`src/design/crg_pkg.sv`:
```
`default_nettype none

package crg_pkg;

    // strap field widths
    localparam int unsigned CORE_SEL_W = 4;
    localparam int unsigned DEV_SEL_W  = 2;

    // pll setting field widths
    localparam int unsigned REFDIV_W  = 6;
    localparam int unsigned FBDIV_W   = 12;
    localparam int unsigned POSTDIV_W = 3;

    // one pll programming word
    // fref / refdiv * fbdiv / (postdiv1 * postdiv2) when not bypassed
    typedef struct packed {
        logic                 bypass;
        logic [REFDIV_W-1:0]  refdiv;
        logic [FBDIV_W-1:0]   fbdiv;
        logic [POSTDIV_W-1:0] postdiv1;
        logic [POSTDIV_W-1:0] postdiv2;
    } pll_setting_t;

    // board straps, device pll select sits above core pll select
    typedef struct packed {
        logic [DEV_SEL_W-1:0]  dev_sel;
        logic [CORE_SEL_W-1:0] core_sel;
    } strap_t;

    // reference clock passed straight through
    // divider fields still hold a legal lock setting
    localparam pll_setting_t PLL_BYPASS_SET = '{
        bypass:   1'b1,
        refdiv:   REFDIV_W'(2),
        fbdiv:    FBDIV_W'(20),
        postdiv1: POSTDIV_W'(1),
        postdiv2: POSTDIV_W'(1)
    };

endpackage

`default_nettype wire
```
`src/design/crg_top.sv`:
```
`default_nettype none

module crg_top import crg_pkg::*; #(
    parameter int unsigned RST_STAGES  = 3,
    parameter int unsigned RST_CNT_END = 32
) (
    input  wire logic   sys_clk,
    input  wire logic   rst_gen,
    input  wire strap_t strap_i,
    output logic        rst_out_o,
    output pll_setting_t core_pll_o,
    output pll_setting_t dev_pll_o
);

    // board reset, synchronized release
    logic rst_sync_n;
    // stretch counter reached its end
    logic cnt_done;

    rst_sync #(
        .RST_STAGES (RST_STAGES)
    ) u_rst_in (
        .sys_clk  (sys_clk),
        .arst_n_i (rst_gen),
        .rst_n_o  (rst_sync_n)
    );

    rst_stretch #(
        .RST_CNT_END (RST_CNT_END)
    ) u_rst_stretch (
        .sys_clk      (sys_clk),
        .rst_sync_n_i (rst_sync_n),
        .cnt_done_o   (cnt_done)
    );

    // low cnt_done drops the system reset at once
    rst_sync #(
        .RST_STAGES (RST_STAGES)
    ) u_rst_out (
        .sys_clk  (sys_clk),
        .arst_n_i (cnt_done),
        .rst_n_o  (rst_out_o)
    );

    // strap decode, no clock and no reset
    core_pll_decode u_core_pll_decode (
        .core_sel_i (strap_i.core_sel),
        .setting_o  (core_pll_o)
    );

    dev_pll_decode u_dev_pll_decode (
        .dev_sel_i (strap_i.dev_sel),
        .setting_o (dev_pll_o)
    );

endmodule

`default_nettype wire

```
`src/design/dev_pll_decode.sv`:
```
`default_nettype none

module dev_pll_decode import crg_pkg::*; (
    input  wire logic [DEV_SEL_W-1:0] dev_sel_i,
    output pll_setting_t              setting_o
);

    always_comb begin
        setting_o = PLL_BYPASS_SET;
        case (dev_sel_i)
            // fbdiv 30 over refdiv 4, postdiv 5
            2'd1: begin
                setting_o = '{bypass: 1'b0, refdiv: REFDIV_W'(4), fbdiv: FBDIV_W'(30),
                              postdiv1: POSTDIV_W'(5), postdiv2: POSTDIV_W'(1)};
            end
            // fbdiv 24 over refdiv 2, postdiv 3 x 2
            2'd2: begin
                setting_o = '{bypass: 1'b0, refdiv: REFDIV_W'(2), fbdiv: FBDIV_W'(24),
                              postdiv1: POSTDIV_W'(3), postdiv2: POSTDIV_W'(2)};
            end
            // codes 0 and 3
            default: begin
                setting_o = PLL_BYPASS_SET;
            end
        endcase
    end

endmodule

`default_nettype wire

```
`src/design/core_pll_decode.sv`:
```
`default_nettype none

module core_pll_decode import crg_pkg::*; (
    input  wire logic [CORE_SEL_W-1:0] core_sel_i,
    output pll_setting_t               setting_o
);

    // refdiv 2 and postdiv 2/1 throughout, fbdiv steps by 4
    always_comb begin
        setting_o = PLL_BYPASS_SET;
        case (core_sel_i)
            4'd1: begin
                setting_o = '{bypass: 1'b0, refdiv: REFDIV_W'(2), fbdiv: FBDIV_W'(20),
                              postdiv1: POSTDIV_W'(2), postdiv2: POSTDIV_W'(1)};
            end
            4'd2: begin
                setting_o = '{bypass: 1'b0, refdiv: REFDIV_W'(2), fbdiv: FBDIV_W'(24),
                              postdiv1: POSTDIV_W'(2), postdiv2: POSTDIV_W'(1)};
            end
            4'd3: begin
                setting_o = '{bypass: 1'b0, refdiv: REFDIV_W'(2), fbdiv: FBDIV_W'(28),
                              postdiv1: POSTDIV_W'(2), postdiv2: POSTDIV_W'(1)};
            end
            4'd4: begin
                setting_o = '{bypass: 1'b0, refdiv: REFDIV_W'(2), fbdiv: FBDIV_W'(32),
                              postdiv1: POSTDIV_W'(2), postdiv2: POSTDIV_W'(1)};
            end
            4'd5: begin
                setting_o = '{bypass: 1'b0, refdiv: REFDIV_W'(2), fbdiv: FBDIV_W'(36),
                              postdiv1: POSTDIV_W'(2), postdiv2: POSTDIV_W'(1)};
            end
            4'd6: begin
                setting_o = '{bypass: 1'b0, refdiv: REFDIV_W'(2), fbdiv: FBDIV_W'(40),
                              postdiv1: POSTDIV_W'(2), postdiv2: POSTDIV_W'(1)};
            end
            4'd7: begin
                setting_o = '{bypass: 1'b0, refdiv: REFDIV_W'(2), fbdiv: FBDIV_W'(44),
                              postdiv1: POSTDIV_W'(2), postdiv2: POSTDIV_W'(1)};
            end
            4'd8: begin
                setting_o = '{bypass: 1'b0, refdiv: REFDIV_W'(2), fbdiv: FBDIV_W'(48),
                              postdiv1: POSTDIV_W'(2), postdiv2: POSTDIV_W'(1)};
            end
            // 0 and unused codes 9..15 fall back to bypass
            default: begin
                setting_o = PLL_BYPASS_SET;
            end
        endcase
    end

endmodule

`default_nettype wire

```
`src/design/rst_stretch.sv`:
```
`default_nettype none

module rst_stretch #(
    parameter int unsigned RST_CNT_END = 32
) (
    input  wire logic sys_clk,
    input  wire logic rst_sync_n_i,
    output logic      cnt_done_o
);

    // wide enough to hold the end value itself
    localparam int unsigned CNT_W = $clog2(RST_CNT_END + 1);
    localparam logic [CNT_W-1:0] CNT_END = CNT_W'(RST_CNT_END);

    logic [CNT_W-1:0] cnt_q;

    always_ff @(posedge sys_clk or negedge rst_sync_n_i) begin
        if (!rst_sync_n_i) begin
            cnt_q <= '0;
        end else if (cnt_q != CNT_END) begin
            cnt_q <= cnt_q + CNT_W'(1);
        end
    end

    // saturates, so stays high until the next clear
    assign cnt_done_o = (cnt_q == CNT_END);

endmodule

`default_nettype wire

```
`src/design/rst_sync.sv`:
```
`default_nettype none

module rst_sync #(
    parameter int unsigned RST_STAGES = 3
) (
    input  wire logic sys_clk,
    input  wire logic arst_n_i,
    output logic      rst_n_o
);

    // chain of flops, clears at once and fills with ones
    logic [RST_STAGES-1:0] sync_q;

    always_ff @(posedge sys_clk or negedge arst_n_i) begin
        if (!arst_n_i) begin
            sync_q <= '0;
        end else begin
            // stage 0 takes the one, the rest shift up
            sync_q <= (sync_q << 1) | RST_STAGES'(1);
        end
    end

    // release after RST_STAGES edges
    assign rst_n_o = sync_q[RST_STAGES-1];

endmodule

`default_nettype wire

```
`config.mk`:
```
export PLATFORM = sky130hd
export DESIGN_NAME = crg_top
export DESIGN_NICKNAME = d
export VERILOG_FILES = /design/src/design/crg_pkg.sv /design/src/design/crg_top.sv /design/src/design/dev_pll_decode.sv /design/src/design/core_pll_decode.sv /design/src/design/rst_stretch.sv /design/src/design/rst_sync.sv
export SDC_FILE = /design/constraint.sdc
export NUM_CORES = 1
export LEC_CHECK = 0
export BUFFER_PORTS_ARGS = -buffer_cell sky130_fd_sc_hd__clkbuf_2
export CORE_UTILIZATION = 43
export CTS_CLUSTER_DIAMETER = 30
export DETAILED_ROUTE_END_ITERATION = 16
export GPL_ROUTABILITY_DRIVEN = 0
export PLACE_DENSITY = 0.83
export REMOVE_ABC_BUFFERS = 1
export SLEW_MARGIN = 20
export SYNTH_ARGS = -nofsm -noshare
export SYNTH_HDL_FRONTEND = slang
export SYNTH_SLANG_ARGS = --single-unit
```
`constraint.sdc`:
```
create_clock -name sys_clk -period 1.25 [get_ports sys_clk]
set_input_delay 0.125 -clock sys_clk [delete_from_list [all_inputs] [get_ports sys_clk]]
set_output_delay 0.125 -clock sys_clk [all_outputs]
set_load 0.03 [all_outputs]
```
==> flow_summary.toml <==
[drt]
dr.max_layer_used = "met3"
wl_um = 1170
wl_met3_um = 121
wire_per_inst_um = 8.30
drt_pass1_iterations = 3
met1_length_um = 390
drc = 0
antenna_left = 0
vias = 530
viasPerCell = 3.76
routed-wl-met2_um = 659
first_iter_violations = 3

[setup_path]
critPathCaptureType = "flop"
required_ps = 1420
worstSetupStartpointType = "flop"
arrival_ps = 1400
path_class = "flop to flop"
crit_fanout = 2

[place]
placed_cells = 136
dp_hpwl_um = 995
io_buffers = 25
dpl_worst_slack_ps = 15.0
place_area_um2 = 868

[power]
power_mw = 1.01
power_leakage_nw = 0.542
p_int_mw = 0.621
pwr-share-comb_pct = 29.2
seqPwrFrac_pct = 40.1
p_sw_share_pct = 38.3
clkPwrFrac_pct = 30.7
p_sw_mw = 0.385
ir_drop_mv = 0.646
power_density_nw_per_um2 = 1090

[global_route]
grt_antenna_before_repair = 0
grt_pass1_wl_um = 1680
grt-ovfl-total = 0
grt_pass1_vias = 428
grt_max_degree = 8
grt_usage_pct = 11.7

[logic_synthesis]
synthXorXnorAreaFrac_pct = 6.15
synth-simple-area-share_pct = 8.49
synth_top_family_by_area = "buffers and inverters"
syn-cell-area_um2 = 855
synthMuxAreaShare_pct = 1.76
synth-seq-area-share_pct = 35.1
yosysWarnings = 0
synth-compound-area-share_pct = 0.586
synthAdderAreaFrac_pct = 8.78
syn_area_per_cell_um2 = 9.71
syn-instance-count = 88
synth_cell_types = 19
synth_seq_cells = 12

[cts]
clock_latency_ps = 270
cts.path.max_buffers = 2
cts-root-buf = "clkbuf_4"
postCtsSetupRepairBufs = 0
clk_pin_slew_ps = 80
cts_tree = "built"
htree_levels = 1
cts_buffers = 3
cts.sinks = 12

[finish]
drive_above_1_share_pct = 31.9
final_util_pct = 51.5
fin_nets = 131
finalNonFillerCells = 141
diodes = 0
multi_input_area_um2 = 364
seqCellArea_um2 = 300
fin_area_um2 = 927
fill_cells = 171
area_delta_synth_final_pct = 8.49

[die]
die_x_um = 46.6
ioPinCount = 59
die_area_um2 = 2170
die_h_um = 46.6
start_util_pct = 47.4
coreArea_um2 = 1800
rows = 15

[sta]
hold_slack_ps = 85.8
post-route-period-util_pct = 98.4
drv_slew = 0
finalSetupViolations = 0
rsz0062_at_grt = "true"
fin_crit_ps = 1230
setup_ws_ps = 19.5
hold_viol = 0
fin_skew_ps = 6.51
max_freq_mhz = 813
fin_setup_tns_ps = 0

[run]
cap_viol_max_count = 0

[min_path]
hold_class = "flop to async pin"

[status]
status = "finished clean"
[Yosys cell counts, drive strengths merged]
library cell,count,area [µm²]
nor3,2,10.0
and3,1,6.26
xnor2,5,43.8
xor2,1,8.76
nand3,2,10.0
dfrtp,12,300
ha,6,75.1
buf,39,297
o21ai,1,5.00
or3b,1,8.76
nand2b,1,6.26
nor2b,1,6.26
and4b,1,10.0
mux2,1,15.0
nor2,2,7.51
nand2,2,7.51
inv,8,30.0
conb,2,7.51
[metal layers]
| layer | vias up | GRT usage, % |
|---|---|---|
| li1 | 252 | - |
| met1 | 239 | 9.25 |
| met2 | 39 | 23.6 |
| met3 | 0 | 5.88 |
| met4 | 0 | 3.53 |
| met5 | - | 0 |
[cell families after synthesis]
| kind of cell | Yosys count |
|---|---|
| other cells | 2 |
| flops | 12 |
| mux | 1 |
| fa+ha+maj | 6 |
| buf+inv | 47 |
| xor+xnor | 6 |
| simple gates | 13 |
| compound gates | 1 |
[cells in the final DEF, fill, tap and decap left out, drive strengths merged]
cell / instances
nor2: 2
clkbuf: 29
xor2: 1
ha: 6
nor2b: 1
xnor2: 5
buf: 4
dfrtp: 12
nand2b: 1
nand2: 2
and4b: 1
nor3: 2
inv: 8
or3b: 1
o21ai: 1
and3: 1
dlygate4sd3: 1
nand3: 2
conb: 35
mux2: 1
[state kept, by name, summed over array words and instances (netlist names)]
register             cells
u_rst_in.sync_q          3
u_rst_out.sync_q         3
u_rst_stretch.cnt_q      6
[final cells by class]
cell class	instances	share of cell area, %
multi-input cells	62	39.3
flip-flops and latches	12	32.4
inverters	8	3.24
well taps	25	3.37
clock buffers	4	3.91
repair buffers	30	17.8
[path summary, 6_finish.rpt]
path,slack (ps),cells after the start,end,from
setup / recovery,20,4,u_rst_stretch.cnt_q[1],u_rst_stretch.cnt_q[1]
hold / removal,90,0,u_rst_stretch.cnt_q[3],u_rst_in.sync_q[2]
setup reg to reg,20,4,u_rst_stretch.cnt_q[1],u_rst_stretch.cnt_q[1]
hold reg to reg,90,0,u_rst_stretch.cnt_q[3],u_rst_in.sync_q[2]
max in group asynchronous,500,4,u_rst_out.sync_q[0],u_rst_stretch.cnt_q[1]
min in group sys_clk,350,0,u_rst_out.sync_q[1],u_rst_out.sync_q[0]
[power groups by stage]
stage | combinational, mW | sequential, mW | clock (mW)
floorplan | 0.234 | 0.413 | 0
global placement | 0.287 | 0.411 | 0
detailed placement | 0.292 | 0.411 | 0
CTS | 0.294 | 0.404 | 0.321
global route | 0.317 | 0.405 | 0.341
finish | 0.294 | 0.403 | 0.309
[critical path, stage by stage, from the launching register on]
cell and delay (ps):
dfrtp_1 390, inv_2 70, ha_4 120, and4b_1 230
mux2_4 310
[timing repair]
| action | in CTS | in global routing |
|---|---|---|
| hold endpoints to repair | 3 | 0 |
| setup endpoints to repair | 1 | 2 |
| pin swaps | 1 | 1 |
| resized for setup | 0 | 4 |
| hold buffers | 1 | 0 |
No activity file was read; power rests on OpenSTA's default activity.
